==> src/source/xm_pkg.sv <==
`default_nettype none

package xm_pkg;

    typedef logic [15:0] word_t;    // register and memory data word
    typedef logic [15:0] addr_t;    // VRAM or XR address
    typedef logic [7:0]  byte_t;    // host bus byte
    typedef logic [3:0]  intr_t;    // one bit per interrupt source

    // host register numbers, each 16 bits wide, accessed as two bytes
    typedef enum logic [3:0] {
        XM_SYS_CTRL  = 4'h0,        // busy, blanking, write mask
        XM_INT_CTRL  = 4'h1,        // interrupt mask and status
        XM_TIMER     = 4'h2,        // 1/10 ms timer
        XM_RD_XADDR  = 4'h3,
        XM_WR_XADDR  = 4'h4,
        XM_XDATA     = 4'h5,
        XM_RD_INCR   = 4'h6,
        XM_RD_ADDR   = 4'h7,
        XM_WR_INCR   = 4'h8,
        XM_WR_ADDR   = 4'h9,
        XM_DATA      = 4'hA,
        XM_DATA_2    = 4'hB,        // second alias of DATA
        XM_UNUSED_0C = 4'hC,
        XM_UNUSED_0D = 4'hD,
        XM_UNUSED_0E = 4'hE,
        XM_UNUSED_0F = 4'hF
    } xm_reg_e;

    localparam int TIMER_HZ = 10000;    // tenth of a millisecond tick

endpackage

`default_nettype wire

==> src/source/xm_bus_sync.sv <==
`default_nettype none
`timescale 1ns/1ps

module xm_bus_sync (
    input  wire logic            clk,
    input  wire logic            reset_i,
    input  wire logic            bus_cs_n_i,        // async chip select, active low
    input  wire logic            bus_rd_nwr_i,      // 1 = read, 0 = write
    input  wire logic [3:0]      bus_reg_num_i,
    input  wire logic            bus_bytesel_i,     // 0 = even byte, 1 = odd byte
    input  wire xm_pkg::byte_t   bus_data_i,
    output logic                 write_strobe_o,
    output logic                 read_strobe_o,
    output xm_pkg::xm_reg_e      reg_num_o,
    output logic                 bytesel_o,
    output xm_pkg::byte_t        data_byte_o
);
    import xm_pkg::*;

    logic [1:0] cs_n_sync;          // [1] is the synchronized level
    logic       cs_n_last;          // previous synchronized select
    logic [1:0] rd_nwr_sync;
    logic [1:0] bytesel_sync;
    logic [3:0] reg_num_s1;
    logic [3:0] reg_num_s2;
    byte_t      data_s1;
    byte_t      data_s2;
    logic       cs_fall;

    assign cs_fall = cs_n_last & ~cs_n_sync[1];     // high to low on select

    // select path, reset so no strobe fires out of reset
    always_ff @(posedge clk) begin
        if (reset_i) begin
            cs_n_sync      <= 2'b11;
            cs_n_last      <= 1'b1;
            write_strobe_o <= 1'b0;
            read_strobe_o  <= 1'b0;
        end else begin
            cs_n_sync      <= {cs_n_sync[0], bus_cs_n_i};
            cs_n_last      <= cs_n_sync[1];
            write_strobe_o <= cs_fall & ~rd_nwr_sync[1];
            read_strobe_o  <= cs_fall & rd_nwr_sync[1];
        end
    end

    // address, direction and data stages
    always_ff @(posedge clk) begin
        rd_nwr_sync  <= {rd_nwr_sync[0], bus_rd_nwr_i};
        bytesel_sync <= {bytesel_sync[0], bus_bytesel_i};
        reg_num_s1   <= bus_reg_num_i;
        reg_num_s2   <= reg_num_s1;
        data_s1      <= bus_data_i;
        data_s2      <= data_s1;
        if (cs_fall) begin
            reg_num_o   <= xm_reg_e'(reg_num_s2);   // held until next access
            bytesel_o   <= bytesel_sync[1];
            data_byte_o <= data_s2;
        end
    end

endmodule

`default_nettype wire

==> src/source/xm_timer.sv <==
`default_nettype none
`timescale 1ns/1ps

module xm_timer #(
    parameter int PCLK_HZ = 25_000_000      // clock rate in hertz
) (
    input  wire logic        clk,
    input  wire logic        reset_i,
    output xm_pkg::word_t    count_o        // tenths of a millisecond
);
    import xm_pkg::*;

    localparam int TICKS   = PCLK_HZ / TIMER_HZ;   // clocks per count step
    localparam int PRE_W   = $clog2(TICKS + 1);

    logic [PRE_W-1:0] prescale;

    always_ff @(posedge clk) begin
        if (reset_i) begin
            prescale <= '0;
            count_o  <= '0;
        end else begin
            if (prescale == PRE_W'(TICKS - 1)) begin
                prescale <= '0;
                count_o  <= count_o + 1'b1;     // wraps at 16'hFFFF
            end else begin
                prescale <= prescale + 1'b1;
            end
        end
    end

endmodule

`default_nettype wire

==> src/source/xm_read_mux.sv <==
`default_nettype none
`timescale 1ns/1ps

module xm_read_mux (
    input  wire xm_pkg::xm_reg_e  reg_num_i,
    input  wire logic             bytesel_i,        // 0 selects the high half
    input  wire logic             mem_busy_i,
    input  wire logic             h_blank_i,
    input  wire logic             v_blank_i,
    input  wire logic [3:0]       wrmask_i,
    input  wire xm_pkg::intr_t    intr_mask_i,
    input  wire xm_pkg::intr_t    intr_status_i,
    input  wire xm_pkg::byte_t    timer_hi_i,       // live upper timer byte
    input  wire xm_pkg::byte_t    timer_lo_latch_i,
    input  wire xm_pkg::addr_t    rd_xaddr_i,
    input  wire xm_pkg::addr_t    wr_xaddr_i,
    input  wire xm_pkg::word_t    xdata_i,
    input  wire xm_pkg::word_t    rd_incr_i,
    input  wire xm_pkg::addr_t    rd_addr_i,
    input  wire xm_pkg::word_t    wr_incr_i,
    input  wire xm_pkg::addr_t    wr_addr_i,
    input  wire xm_pkg::word_t    data_i,
    output xm_pkg::byte_t         bus_data_o
);
    import xm_pkg::*;

    word_t read_word;

    always_comb begin
        case (reg_num_i)
            XM_SYS_CTRL:  read_word = {mem_busy_i, 3'b000, h_blank_i, v_blank_i, 6'b0, wrmask_i};
            XM_INT_CTRL:  read_word = {4'b0, intr_mask_i, 4'b0, intr_status_i};
            XM_TIMER:     read_word = {timer_hi_i, timer_lo_latch_i};
            XM_RD_XADDR:  read_word = rd_xaddr_i;
            XM_WR_XADDR:  read_word = wr_xaddr_i;
            XM_XDATA:     read_word = xdata_i;
            XM_RD_INCR:   read_word = rd_incr_i;
            XM_RD_ADDR:   read_word = rd_addr_i;
            XM_WR_INCR:   read_word = wr_incr_i;
            XM_WR_ADDR:   read_word = wr_addr_i;
            XM_DATA, XM_DATA_2,
            XM_UNUSED_0C, XM_UNUSED_0D,
            XM_UNUSED_0E, XM_UNUSED_0F:
                          read_word = data_i;       // unused slots mirror DATA
            default:      read_word = data_i;
        endcase
    end

    assign bus_data_o = bytesel_i ? read_word[7:0] : read_word[15:8];

endmodule

`default_nettype wire

==> src/source/xm_reg_file.sv <==
`default_nettype none
`timescale 1ns/1ps

module xm_reg_file (
    input  wire logic             clk,
    input  wire logic             reset_i,
    // decoded host access
    input  wire logic             write_strobe_i,
    input  wire logic             read_strobe_i,
    input  wire xm_pkg::xm_reg_e  reg_num_i,
    input  wire logic             bytesel_i,
    input  wire xm_pkg::byte_t    data_byte_i,
    input  wire xm_pkg::word_t    timer_count_i,
    // memory side
    input  wire logic             vram_ack_i,       // one cycle, data valid with it
    input  wire logic             xr_ack_i,
    input  wire xm_pkg::word_t    regs_data_i,
    input  wire xm_pkg::word_t    xr_data_i,
    output logic                  regs_vram_sel_o,
    output logic                  regs_xr_sel_o,
    output logic                  regs_wr_o,
    output logic [3:0]            regs_wrmask_o,    // VRAM nibble write mask
    output xm_pkg::addr_t         regs_addr_o,
    output xm_pkg::word_t         regs_data_o,
    // control and status
    output xm_pkg::intr_t         intr_mask_o,
    output xm_pkg::intr_t         intr_clear_o,     // one cycle pulse
    output logic                  mem_busy_o,
    output xm_pkg::byte_t         timer_lo_latch_o,
    // host visible registers
    output xm_pkg::addr_t         rd_xaddr_o,
    output xm_pkg::addr_t         wr_xaddr_o,
    output xm_pkg::word_t         xdata_o,
    output xm_pkg::word_t         rd_incr_o,
    output xm_pkg::addr_t         rd_addr_o,
    output xm_pkg::word_t         wr_incr_o,
    output xm_pkg::addr_t         wr_addr_o,
    output xm_pkg::word_t         data_o
);
    import xm_pkg::*;

    logic   xr_rd;              // XR pre-read outstanding
    logic   vram_rd;            // VRAM pre-read outstanding
    byte_t  xdata_even;         // high byte waiting for XDATA low byte
    byte_t  data_even;          // high byte waiting for DATA low byte

    logic   wr_even;
    logic   wr_odd;
    logic   rd_odd;
    logic   is_data;            // DATA or its alias
    logic   start_xr_rd;
    logic   start_xr_wr;
    logic   start_vram_rd;
    logic   start_vram_wr;

    // even byte is the high half
    function automatic word_t set_byte(input word_t w, input logic odd, input byte_t b);
        word_t r;
        r = w;
        if (odd) begin
            r[7:0] = b;
        end else begin
            r[15:8] = b;
        end
        return r;
    endfunction

    assign wr_even = write_strobe_i & ~bytesel_i;
    assign wr_odd  = write_strobe_i & bytesel_i;
    assign rd_odd  = read_strobe_i & bytesel_i;
    assign is_data = (reg_num_i == XM_DATA) || (reg_num_i == XM_DATA_2);

    // odd byte kicks off the memory cycle
    assign start_xr_rd   = (wr_odd && reg_num_i == XM_RD_XADDR) ||
                           (rd_odd && reg_num_i == XM_XDATA);
    assign start_xr_wr   = wr_odd && reg_num_i == XM_XDATA;
    assign start_vram_rd = (wr_odd && reg_num_i == XM_RD_ADDR) || (rd_odd && is_data);
    assign start_vram_wr = wr_odd && is_data;

    assign mem_busy_o = regs_vram_sel_o | regs_xr_sel_o;

    always_ff @(posedge clk) begin
        if (reset_i) begin
            regs_vram_sel_o  <= 1'b0;
            regs_xr_sel_o    <= 1'b0;
            regs_wr_o        <= 1'b0;
            xr_rd            <= 1'b0;
            vram_rd          <= 1'b0;
            regs_wrmask_o    <= 4'b1111;
            intr_mask_o      <= '0;
            intr_clear_o     <= '0;
            timer_lo_latch_o <= '0;
            rd_xaddr_o       <= '0;
            wr_xaddr_o       <= '0;
            xdata_o          <= '0;
            rd_incr_o        <= '0;
            rd_addr_o        <= '0;
            wr_incr_o        <= '0;
            wr_addr_o        <= '0;
            data_o           <= '0;
        end else begin
            intr_clear_o <= '0;

            if (vram_ack_i) begin
                if (vram_rd) begin
                    data_o    <= regs_data_i;
                    rd_addr_o <= rd_addr_o + rd_incr_o;
                end
                if (regs_wr_o) begin
                    wr_addr_o <= wr_addr_o + wr_incr_o;
                end
                regs_vram_sel_o <= 1'b0;
                regs_wr_o       <= 1'b0;
                vram_rd         <= 1'b0;
            end

            if (xr_ack_i) begin
                if (xr_rd) begin
                    xdata_o    <= xr_data_i;
                    rd_xaddr_o <= rd_xaddr_o + 1'b1;
                end
                if (regs_wr_o) begin
                    wr_xaddr_o <= wr_xaddr_o + 1'b1;
                end
                regs_xr_sel_o <= 1'b0;
                regs_wr_o     <= 1'b0;
                xr_rd         <= 1'b0;
            end

            // host writes win over an ack increment in the same cycle
            if (write_strobe_i) begin
                case (reg_num_i)
                    XM_SYS_CTRL: begin
                        if (bytesel_i) begin
                            regs_wrmask_o <= data_byte_i[3:0];
                        end
                    end
                    XM_INT_CTRL: begin
                        if (bytesel_i) begin
                            intr_clear_o <= data_byte_i[3:0];
                        end else begin
                            intr_mask_o  <= data_byte_i[3:0];
                        end
                    end
                    XM_RD_XADDR: rd_xaddr_o <= set_byte(rd_xaddr_o, bytesel_i, data_byte_i);
                    XM_WR_XADDR: wr_xaddr_o <= set_byte(wr_xaddr_o, bytesel_i, data_byte_i);
                    XM_RD_INCR:  rd_incr_o  <= set_byte(rd_incr_o, bytesel_i, data_byte_i);
                    XM_RD_ADDR:  rd_addr_o  <= set_byte(rd_addr_o, bytesel_i, data_byte_i);
                    XM_WR_INCR:  wr_incr_o  <= set_byte(wr_incr_o, bytesel_i, data_byte_i);
                    XM_WR_ADDR:  wr_addr_o  <= set_byte(wr_addr_o, bytesel_i, data_byte_i);
                    default: begin
                    end
                endcase
            end

            if (start_xr_rd) begin
                regs_xr_sel_o <= 1'b1;
                regs_wr_o     <= 1'b0;
                xr_rd         <= 1'b1;
            end
            if (start_xr_wr) begin
                regs_xr_sel_o <= 1'b1;
                regs_wr_o     <= 1'b1;
                xr_rd         <= 1'b0;
            end
            if (start_vram_rd) begin
                regs_vram_sel_o <= 1'b1;
                regs_wr_o       <= 1'b0;
                vram_rd         <= 1'b1;
            end
            if (start_vram_wr) begin
                regs_vram_sel_o <= 1'b1;
                regs_wr_o       <= 1'b1;
                vram_rd         <= 1'b0;
            end

            // keeps TIMER halves consistent across a carry
            if (read_strobe_i && !bytesel_i) begin
                timer_lo_latch_o <= timer_count_i[7:0];
            end
        end
    end

    // memory address and data, plus the held high bytes
    always_ff @(posedge clk) begin
        if (wr_even && reg_num_i == XM_XDATA) begin
            xdata_even <= data_byte_i;
        end
        if (wr_even && is_data) begin
            data_even <= data_byte_i;
        end
        if (wr_odd && reg_num_i == XM_RD_XADDR) begin
            regs_addr_o <= {rd_xaddr_o[15:8], data_byte_i};    // new address, not the stored one
        end else if (wr_odd && reg_num_i == XM_RD_ADDR) begin
            regs_addr_o <= {rd_addr_o[15:8], data_byte_i};
        end else if (start_xr_wr) begin
            regs_addr_o <= wr_xaddr_o;
            regs_data_o <= {xdata_even, data_byte_i};
        end else if (start_vram_wr) begin
            regs_addr_o <= wr_addr_o;
            regs_data_o <= {data_even, data_byte_i};
        end else if (start_xr_rd) begin
            regs_addr_o <= rd_xaddr_o;      // next XDATA pre-read
        end else if (start_vram_rd) begin
            regs_addr_o <= rd_addr_o;       // next DATA pre-read
        end
    end

endmodule

`default_nettype wire

==> src/source/xm_regs.sv <==
`default_nettype none
`timescale 1ns/1ps

module xm_regs #(
    parameter int PCLK_HZ = 25_000_000
) (
    input  wire logic            clk,
    input  wire logic            reset_i,
    // host bus
    input  wire logic            bus_cs_n_i,
    input  wire logic            bus_rd_nwr_i,
    input  wire logic [3:0]      bus_reg_num_i,
    input  wire logic            bus_bytesel_i,
    input  wire xm_pkg::byte_t   bus_data_i,
    output xm_pkg::byte_t        bus_data_o,
    // VRAM and XR
    input  wire logic            vram_ack_i,
    input  wire logic            xr_ack_i,
    output logic                 regs_vram_sel_o,
    output logic                 regs_xr_sel_o,
    output logic                 regs_wr_o,
    output logic [3:0]           regs_wrmask_o,
    output xm_pkg::addr_t        regs_addr_o,
    output xm_pkg::word_t        regs_data_o,
    input  wire xm_pkg::word_t   regs_data_i,
    input  wire xm_pkg::word_t   xr_data_i,
    // video status and interrupts
    input  wire logic            h_blank_i,
    input  wire logic            v_blank_i,
    input  wire xm_pkg::intr_t   intr_status_i,
    output xm_pkg::intr_t        intr_mask_o,
    output xm_pkg::intr_t        intr_clear_o
);
    import xm_pkg::*;

    logic    write_strobe;
    logic    read_strobe;
    xm_reg_e reg_num;
    logic    bytesel;
    byte_t   data_byte;
    word_t   timer_count;
    logic    mem_busy;
    byte_t   timer_lo_latch;
    addr_t   rd_xaddr;
    addr_t   wr_xaddr;
    word_t   xdata;
    word_t   rd_incr;
    addr_t   rd_addr;
    word_t   wr_incr;
    addr_t   wr_addr;
    word_t   data;

    xm_bus_sync i_bus_sync (
        .clk(clk), .reset_i(reset_i),
        .bus_cs_n_i(bus_cs_n_i), .bus_rd_nwr_i(bus_rd_nwr_i),
        .bus_reg_num_i(bus_reg_num_i), .bus_bytesel_i(bus_bytesel_i),
        .bus_data_i(bus_data_i),
        .write_strobe_o(write_strobe), .read_strobe_o(read_strobe),
        .reg_num_o(reg_num), .bytesel_o(bytesel), .data_byte_o(data_byte)
    );

    xm_timer #(.PCLK_HZ(PCLK_HZ)) i_timer (
        .clk(clk), .reset_i(reset_i), .count_o(timer_count)
    );

    xm_reg_file i_reg_file (
        .clk(clk), .reset_i(reset_i),
        .write_strobe_i(write_strobe), .read_strobe_i(read_strobe),
        .reg_num_i(reg_num), .bytesel_i(bytesel), .data_byte_i(data_byte),
        .timer_count_i(timer_count),
        .vram_ack_i(vram_ack_i), .xr_ack_i(xr_ack_i),
        .regs_data_i(regs_data_i), .xr_data_i(xr_data_i),
        .regs_vram_sel_o(regs_vram_sel_o), .regs_xr_sel_o(regs_xr_sel_o),
        .regs_wr_o(regs_wr_o), .regs_wrmask_o(regs_wrmask_o),
        .regs_addr_o(regs_addr_o), .regs_data_o(regs_data_o),
        .intr_mask_o(intr_mask_o), .intr_clear_o(intr_clear_o),
        .mem_busy_o(mem_busy), .timer_lo_latch_o(timer_lo_latch),
        .rd_xaddr_o(rd_xaddr), .wr_xaddr_o(wr_xaddr), .xdata_o(xdata),
        .rd_incr_o(rd_incr), .rd_addr_o(rd_addr),
        .wr_incr_o(wr_incr), .wr_addr_o(wr_addr), .data_o(data)
    );

    xm_read_mux i_read_mux (
        .reg_num_i(reg_num), .bytesel_i(bytesel),
        .mem_busy_i(mem_busy), .h_blank_i(h_blank_i), .v_blank_i(v_blank_i),
        .wrmask_i(regs_wrmask_o), .intr_mask_i(intr_mask_o),
        .intr_status_i(intr_status_i),
        .timer_hi_i(timer_count[15:8]),     // high byte read live
        .timer_lo_latch_i(timer_lo_latch),
        .rd_xaddr_i(rd_xaddr), .wr_xaddr_i(wr_xaddr), .xdata_i(xdata),
        .rd_incr_i(rd_incr), .rd_addr_i(rd_addr),
        .wr_incr_i(wr_incr), .wr_addr_i(wr_addr), .data_i(data),
        .bus_data_o(bus_data_o)
    );

endmodule

`default_nettype wire

==> config.mk <==
export PLATFORM = sky130hd
export DESIGN_NAME = xm_regs
export DESIGN_NICKNAME = d
export VERILOG_FILES = /design/src/source/xm_pkg.sv /design/src/source/xm_bus_sync.sv /design/src/source/xm_timer.sv /design/src/source/xm_read_mux.sv /design/src/source/xm_reg_file.sv /design/src/source/xm_regs.sv
export SDC_FILE = /design/constraint.sdc
export NUM_CORES = 1
export LEC_CHECK = 0
export ABC_CLOCK_PERIOD_IN_PS = 4100
export BUFFER_PORTS_ARGS = -buffer_cell sky130_fd_sc_hd__buf_2
export CAP_MARGIN = 40
export CORE_ASPECT_RATIO = 0.7
export CORE_MARGIN = 4
export CORE_UTILIZATION = 42
export DETAILED_ROUTE_END_ITERATION = 8
export HOLD_SLACK_MARGIN = 0.02
export PLACE_DENSITY = 0.67
export SLEW_MARGIN = 20
export SYNTH_ARGS = -nofsm -noshare
export SYNTH_HDL_FRONTEND = slang
export SYNTH_SLANG_ARGS = --single-unit
export TNS_END_PERCENT = 1
==> constraint.sdc <==
create_clock -name clk -period 4.1 [get_ports clk]
set_clock_uncertainty 0.05 [all_clocks]
set_input_delay 0.82 -clock clk [delete_from_list [all_inputs] [get_ports clk]]
set_output_delay 0.82 -clock clk [all_outputs]
set_load 0.005 [all_outputs]
# After elaboration in Yosys (flattened, before gate mapping)
# Index checks and enable logic that the tools add are counted.
word_totals:
  ramBits: 0
  rom_bits: 0
  n_memories: 0
  word_cells: 160
  latch_bits: 0
  register_bits: 275
classes:
  n_addsub: 6
  muxes: 39
  n_div: 0
  n_bitwise: 14
  n_mul: 0
  eq_ne: 24
  n_reduce_logical: 35
  order_cmp: 0
  shift: 0
op_table:
  columns: ["cell", "count"]
  rows:
  - ["2-to-1 mux 16 bit", 24]
  - ["case mux 16 bit (11 select lines)", 1]
  - ["adder 16 x 1 -> 16 bit (second input constant)", 3]
  - ["adder 16 bit", 2]
  - ["equality test 4 bit (second input constant)", 8]
  - ["2-to-1 mux 8 bit", 3]
  - ["inequality test 3 bit (second input constant)", 8]
  - ["AND reduction 3 bit", 7]
  - ["equality test 4 x 3 -> 1 bit (second input constant)", 4]
  - ["adder 12 x 1 -> 12 bit (second input constant)", 1]
  - ["equality test 12 bit (second input constant)", 1]
  - ["nonzero test 6 bit", 2]
  - ["2-to-1 mux 1 bit", 11]
  - ["logical AND 1 bit", 9]
  - ["equality test 4 x 2 -> 1 bit (second input constant)", 2]
  - ["inverter 1 bit", 7]
  - ["AND 1 bit", 6]
  - ["nonzero test 2 bit", 3]
  - ["nonzero test 3 bit", 2]
  - ["OR reduction 2 bit", 3]
  - ["OR reduction 6 bit", 1]
  - ["equality test 4 x 1 -> 1 bit (second input constant)", 1]
  - ["zero test 4 bit", 1]
  - ["AND reduction 2 bit", 2]
  - ["other kinds (4)", 6]

# Depth between registers and ports, before layout
# Gate-level depths: netlist of run 1.
depth:
  depth_word: 10
  depth_mapped: 10
  mapped_depth_nobuf: 9

# Cells and area by module
# From an unflattened synthesis of run 1, not the netlist that was laid out.
hier_totals:
  cells_unflattened: 1557
  area_unflattened_um2: 13942.1
modules_own_cells:
  columns: ["module", "area_per_inst_um2", "n_inst", "cells_each"]
  rows:
  - ["xm_reg_file", 9899.5, 1, 1114]
  - ["xm_read_mux", 1620.3, 1, 245]
  - ["xm_timer", 1318.8, 1, 146]
  - ["xm_bus_sync", 1103.6, 1, 52]

# Worst setup path after synthesis of run 1
# Ideal clock, no wire load.
synth_path:
  kind: "register -> output"
  startpoint: "reg i_bus_sync.reg_num_o[1]"
  endpoint: "out bus_data_o[2]"
  required_ns: 3.230
  path_slack_ns: 1.453
  arrival_ns: 1.777
  path_stages_with_launch: 10
  path_cell_list: "edfxtp_1 buf_2 nor2_1 nor2b_1 clkbuf_1 clkbuf_1 a221oi_1 nand2_1 o21ai_0 o21ai_0"
synth_between:
  elab_chain_cells: 4
  word_cells_on_any_way: 19
  cone_classes: "15 x eq/ne; 2 x mux; 2 x reduce/logical"
synth_lines:
  columns: ["item", "line_no", "rtl"]
  rows:
  - ["start, declared", "xm_bus_sync.sv:14", "output xm_pkg::xm_reg_e reg_num_o,"]
  - ["start signal, assigned", "xm_bus_sync.sv:56", "reg_num_o <= xm_reg_e'(reg_num_s2);"]
  - ["equality test 4 bit", "xm_read_mux.sv:30", "case (reg_num_i)"]
  - ["OR reduction 6 bit", "xm_read_mux.sv:30", null]
  - ["case mux 16 bit (11 select lines) (*)", "xm_read_mux.sv:30", null]
  - ["2-to-1 mux 8 bit (*)", "xm_read_mux.sv:49", "assign bus_data_o = bytesel_i ? read_word[7:0] : read_word[15:8];"]
  - ["end, declared", "xm_regs.sv:15", "output xm_pkg::byte_t bus_data_o,"]
# Every way passes the cells marked *; elsewhere a longest branch is shown, timed or not.

# Worst setup path after layout of run 1
layout_path:
  startpoint: "reg i_bus_sync.reg_num_o[0]"
  endpoint: "out bus_data_o[2]"
# The elaborated chain is that of the path after synthesis.

==> run_results.csv, run 1 <==
group,metric,value,unit
die,initial_core_util,42.9,%
sta,maxClockFrequency,260,MHz
finish,final_cell_mix,"214 x dfxtp_1, 192 x nand2_1, 159 x nor2_1",
logic_synthesis,async_reset_ff_share,0,%
route,wire_per_inst,24.1,um
sta,rsz0062_at_grt,"false",
die,die_w,222,um
setup_path,cp.required,3230,ps
sta,finalCritPeriodShare,93.8,%
clocking,post_cts_buffers,0,
setup_path,cp-end-kind,"output port",
clocking,insertion_delay,560,ps
run_status,status,"finished, final reports clean",
power_and_ir_drop,ir_drop,292,uV
logic_synthesis,syn_area_per_cell,8.98,sq um
logic_synthesis,yosysWarnings,0,
grt,grt_pass1_wl,73200,um
setup_path,cp-start-kind,"flip-flop",
sta,worst_pin_slew,845,ps
sta,hold_viol_final,0,
logic_synthesis,post_synth_num_cell_types,82,
route,drtAntennaViolNets,0,
grt,antenna_found_initial,0,
route,avgViaCountPerCell,6.17,
finish,final_common_cell,"dfxtp_1",
finish,layout-drive-gt1-share,15.2,%
finish,synthToLayoutAreaGrowth,16.2,%
setup_path,worstSetupPathType,"reg -> out",
route,drt_iter0_drc,1981,
clocking,clock_path_buffers,3,
min_path,hold_class,"reg -> reg",
clocking,cts_tree,"done",
flow_run,maxCapViolations,0,
clocking,cts_inserted_buffers,28,
grt,grt_pass1_vias,11300,
die,ios,112,
route,first_pass_iters,8,
clocking,cts.repair.resized,0,
logic_synthesis,syn_area,13500,sq um
clocking,hold_buffers,0,
sta,tns,0,ps
place,dp_hpwl,35800,um
die,core_area,31400,sq um
finish,fill_cells,2985,
sta,slew_violations,0,
setup_path,worstPathArrival,2980,ps
finish,n_antenna_cell,0,
logic_synthesis,synth_seq_area_share,45.4,%
finish,nets,1694,
finish,fin_cells,2042,
power_and_ir_drop,powerDensity,367,nW/um^2
logic_synthesis,synth_area_leader_cell,"dfxtp_1",
power_and_ir_drop,power.leakage,6.13,nW
grt,grt_util_all_layers,27.0,%
logic_synthesis,synth_ff_type,"dfxtp_1",
setup_path,worst-path-max-fanout,14,
clocking,clkTransAtPathRegs,60,ps
clocking,h-tree-depth,1,
logic_synthesis,synth_enable_flop_cells,61,
die,std_cell_rows,54,
logic_synthesis,netlist_instances,1500,
place,place.port_buffers,111,
route,vias,12600,
logic_synthesis,synth_top_area_share,31.8,%
logic_synthesis,synthesis.nets,1593,
logic_synthesis,ys_seq_elements,275,
die,fp.dieH,158,um
sta,period_minus_slack,3850,ps
grt,overflow,0,
die,die_area,35000,sq um
logic_synthesis,synthTopCellsByArea,"dfxtp_1 32%, edfxtp_1 14%, nand2_1 5.4%",
sta,relSlewSlack,43.6,%
place,place_congestion,1.01,
place,dpl.cell_count,1981,
clocking,root_buffer,"clkbuf_16",
route,drc,0,
route,wl,49200,um
clocking,cts_sinks,275,
grt,grt_start_max_net_pins,72,
sta,finalSetupViolations,0,
## cells in the mapped netlist, drive strengths merged, types with 4 or more instances
cell / instances
dfxtp: 214
nand2: 195
nor2: 162
a21oi: 125
o21ai: 75
edfxtp: 61
clkbuf: 60
nand3: 54
mux2i: 52
a22oi: 43
nor3: 40
buf: 35
ha: 34
xor2: 27
a211oi: 20
a22o: 20
and3: 20
xnor2: 20
nor2b: 19
a222oi: 18
nand4: 15
a221oi: 14
and2: 14
o22ai: 14
a2111oi: 12
a21o: 11
a31oi: 11
inv: 11
or2: 10
a211o: 9
nand2b: 8
a311oi: 6
nor4: 6
and4: 5
o221ai: 5
a41oi: 4
nand3b: 4
or3: 4
## cells by family (layout without fill, tap and decap cells)
| group | count (synthesis) | count (layout) | share of synthesized area [%] |
|---|---|---|---|
| buffers and inverters | 108 | 230 | 3.50 |
| adder cells (fa/ha/maj) | 36 | 36 | 3.46 |
| AO/OA/AOI/OAI | 413 | 413 | 20.5 |
| multiplexers | 53 | 53 | 3.95 |
| AND/OR/NAND/NOR | 568 | 568 | 20.1 |
| XOR/XNOR | 47 | 47 | 3.06 |
| flip-flops | 275 | 275 | 45.4 |
## critical path: stages (launching register included)
cell and delay, ps:
edfxtp_1 600, nand2_1 450, nor2_1 70, buf_4 220
a222oi_1 440, nand4_1 150, o21ai_0 100, o21ai_0 190
buf_2 200
## layer usage
layer	vias up	part of all wire [%]	global-route usage, %
met5	-	0	0
met4	0	2.9	6.67
met3	99	13	6.88
met2	830	39	38.1
met1	5952	45	41.2
li1	5728	-	-
## metrics by stage
stage | worst slack, ps | total power, mW | util, % | hold slack, ps | area (sq um)
floorplan | 1450 | 2.93 | - | 260 | 13500
global placement | 745 | 3.01 | 45.9 | 261 | 14400
detailed placement | 683 | 3.02 | 46.3 | 263 | 14500
CTS | 77.9 | 5.78 | 49.5 | 277 | 15500
global route | 96.1 | 5.91 | 49.8 | 283 | 15700
finish | 254 | 5.75 | 49.8 | 276 | 15700
## final cells by class
| cell class | instances | area (sq um) | share of cell area, % |
|---|---|---|---|
| Clock buffer | 35 | 779 | 4.98 |
| Clock inverter | 16 | 216 | 1.38 |
| Inverter | 13 | 48.8 | 0.312 |
| Multi-Input combinational cell | 1117 | 6900 | 44.1 |
| Sequential cell | 275 | 6120 | 39.1 |
| Tap cell | 420 | 526 | 3.36 |
| Timing Repair Buffer | 166 | 1060 | 6.80 |
## path summary, 6_finish.rpt
check                                                       start                                   to  slack [ps]  cells after the start
worst max-delay path            i_bus_sync.reg_num_o[0]$_DFFE_PP_                        bus_data_o[2]         250                      8
worst min register to register      i_bus_sync.data_s1[7]$_DFF_P_        i_bus_sync.data_s2[7]$_DFF_P_         280                      0
worst max register to register  i_bus_sync.reg_num_o[3]$_DFFE_PP_  i_reg_file.regs_addr_o[2]$_DFFE_PP_         980                      6
worst min-delay path                i_bus_sync.data_s1[7]$_DFF_P_        i_bus_sync.data_s2[7]$_DFF_P_         280                      0
## state kept, by name (all words and copies together), names as in the netlist, 16 cells and up
signal                  flops
i_reg_file.rd_xaddr_o      16
i_timer.count_o            16
i_reg_file.data_o          16
i_reg_file.regs_data_o     16
i_reg_file.xdata_o         16
i_reg_file.rd_incr_o       16
i_reg_file.wr_addr_o       16
i_reg_file.wr_xaddr_o      16
i_reg_file.wr_incr_o       16
i_reg_file.rd_addr_o       16
i_reg_file.regs_addr_o     16
## report_power, final
| part | leakage (nW) | total [mW] | switching [mW] | internal, mW |
|---|---|---|---|---|
| registers | 2.31 | 2.80 | 0.0171 | 2.78 |
| clock network | 0.486 | 2.79 | 1.12 | 1.66 |
| logic | 3.33 | 0.163 | 0.109 | 0.0540 |
No activity file was read; power rests on OpenSTA's default activity.
==> run 2, diff against run 1 <==
SYNTH_HIERARCHICAL = 1   (was default)
==> run_results.csv, run 2 <==
group,metric,value,unit
run_status,status,"finished, final reports clean",
setup_path,worstPathArrival,3070,ps
sta,period_minus_slack,3940,ps
grt,grt_util_all_layers,28.5,%
sta,finalCritPeriodShare,96.1,%
clocking,cts_tree,"done",
finish,n_antenna_cell,0,
die,initial_core_util,42.8,%
route,wl,53900,um
sta,slew_violations,0,
grt,grt_pass1_vias,12000,
die,core_area,32600,sq um
finish,fin_cells,2092,
finish,final_util,49.0,%
setup_path,worst-path-max-fanout,20,
logic_synthesis,synth_seq_area_share,43.9,%
route,drt_iter0_drc,1678,
place,place_ws,813,ps
route,avgViaCountPerCell,6.35,
clocking,cts_sinks,275,
place,place_congestion,1.03,
setup_path,crit_path_max_incr_delay,690,ps
finish,synthToLayoutAreaGrowth,14.5,%
logic_synthesis,netlist_instances,1557,
clocking,cts_inserted_buffers,28,
clocking,hold_buffers,0,
logic_synthesis,synth.most_common_cell,"dfxtp_1",
sta,relSlewSlack,42.4,%
logic_synthesis,synth_top_family_by_area,"simple AND/OR/NAND/NOR gates",
setup_path,crit_chain,"nor3b_1 -> and3_1 -> a311oi_1 -> nor3b_1 -> o32ai_1 -> buf_2",
sta,tns,0,ps
clocking,insertion_delay,560,ps
setup_path,cpMaxStageDelayCell,"edfxtp_1",
clocking,h-tree-depth,1,
logic_synthesis,muxShareOfSynthArea,5.56,%
sta,maxClockFrequency,254,MHz
route,first_pass_iters,8,
sta,rsz0062_at_grt,"false",
logic_synthesis,synthXorXnorAreaFrac,2.45,%
power_and_ir_drop,powerDensity,357,nW/um^2
logic_synthesis,syn_area,13900,sq um
route,drc,0,
setup_path,worstSetupPathType,"reg -> out",
sta,worst_pin_slew,862,ps
sta,holdWs,270,ps
logic_synthesis,synth_enable_flop_cells,61,
logic_synthesis,netlist_top_cells_count,"214 x dfxtp_1, 210 x nand2_1, 149 x nor2_1",
finish,fin_area,16000,sq um
logic_synthesis,synthesis.nets,1650,
logic_synthesis,synthSimpleGateAreaFrac,20.6,%
logic_synthesis,synth_area_leader_cell,"dfxtp_1",
flow_run,maxCapViolations,0,
setup_path,cp-end-kind,"output port",
grt,grt_start_max_net_pins,161,
finish,nets,1736,
grt,antenna_found_initial,4,
setup_path,cp-start-kind,"flip-flop",
clocking,clkTransAtPathRegs,60,ps
die,die_area,36200,sq um
clocking,cts.repair.resized,0,
sta,hold_viol_final,0,
grt,grt_pass1_wl,78600,um
logic_synthesis,synth_ff_type,"dfxtp_1",
sta,finalSetupViolations,0,
power_and_ir_drop,p_total,5.70,mW
setup_path,cp.required,3230,ps
logic_synthesis,post_synth_num_cell_types,97,
place,dp_hpwl,40200,um
die,ios,112,
clocking,post_cts_buffers,0,
logic_synthesis,syn_area_per_cell,8.95,sq um
power_and_ir_drop,ir_drop,303,uV
logic_synthesis,synth_fa_ha_area_share,3.34,%
route,vias,13300,
clocking,root_buffer,"clkbuf_16",
logic_synthesis,ys_seq_elements,275,
logic_synthesis,yosysWarnings,6,
power_and_ir_drop,power.leakage,6.11,nW
logic_synthesis,synthTopCellsByArea,"dfxtp_1 31%, edfxtp_1 13%, nand2_1 5.7%",
die,die_w,226,um
logic_synthesis,synth-compound-area-share,20.5,%
route,drtAntennaViolNets,0,
setup_path,cp_common_cell,"nor3b_1",
finish,final_common_cell,"dfxtp_1",
place,place_area,15000,sq um
place,place.port_buffers,111,
die,fp.dieH,160,um
logic_synthesis,async_reset_ff_share,0,%
place,dpl.cell_count,2038,
finish,final_cell_mix,"214 x dfxtp_1, 210 x nand2_1, 149 x nor2_1",
die,std_cell_rows,55,
finish,layout-drive-gt1-share,15.0,%
sta,worst_slack,162,ps
grt,overflow,0,
min_path,hold_class,"reg -> reg",
route,wire_per_inst,25.8,um
clocking,clock_path_buffers,3,
logic_synthesis,synth_top_area_share,30.7,%
==> run 2: cell types whose count changed after synthesis, sizes merged, moves of 8 or more <==
cell / before / now
a222oi: 18 / 5
or4: 0 / 11
a22oi: 43 / 26
mux2i: 52 / 73
nand2: 195 / 211
a31oi: 11 / 20
a22o: 20 / 12
xor2: 27 / 15
buf: 35 / 46
nor2: 162 / 152
==> run 2: final cells by class <==
cell class,count,area (sq um)
tap,427,534
multi-input combinational,1170,7330
timing repair buffer,155,957
clock buffer,37,786
fill,3076,16600
clock inverter,15,193
sequential,275,6120
inverter,13,48.8
==> run 2: power by group <==
part / leakage, nW / total, mW / internal (mW) / switching [mW]
sequential: 2.29 / 2.80 / 2.78 / 0.0190
clock: 0.482 / 2.71 / 1.61 / 1.10
combinational: 3.33 / 0.186 / 0.0592 / 0.126
==> run 2: final timing paths <==
path         slack (ps)                         startpoint  cells past startpoint                           endpoint
min                 270      i_bus_sync/data_s1[5]$_DFF_P_                      0      i_bus_sync/data_s2[5]$_DFF_P_
max reg2reg         960  i_bus_sync/reg_num_o[1]$_DFFE_PP_                      8  i_reg_file/regs_wr_o$_SDFFE_PP0P_
min reg2reg         270      i_bus_sync/data_s1[5]$_DFF_P_                      0      i_bus_sync/data_s2[5]$_DFF_P_
max                 160  i_bus_sync/reg_num_o[1]$_DFFE_PP_                      6                      bus_data_o[2]
==> run 2: layer usage <==
layer	vias up	wire [um]	GRT usage (%)
met2	814	21400	39.6
met5	-	55	0
met4	8	1560	6.68
met1	6403	24000	43.6
li1	5946	-	-
met3	116	6910	7.88
==> run 2: critical path, delay by kind of cell (launching register included) <==
| kind | cells | cell delay [ps] |
|---|---|---|
| AO/OA/AOI/OAI | 2 | 550 |
| buffers and inverters | 1 | 210 |
| flip-flops | 1 | 690 |
| AND/OR/NAND/NOR | 3 | 1070 |
==> run 2: logic make-up after synthesis <==
| group | after synthesis |
|---|---|
| and+or+nand+nor | 594 |
| AOI/OAI and AO/OA | 424 |
| DFF | 275 |
| buffers and inverters | 112 |
| muxes | 77 |
| xor gates and xnor gates | 39 |
| adders and majority gates | 36 |
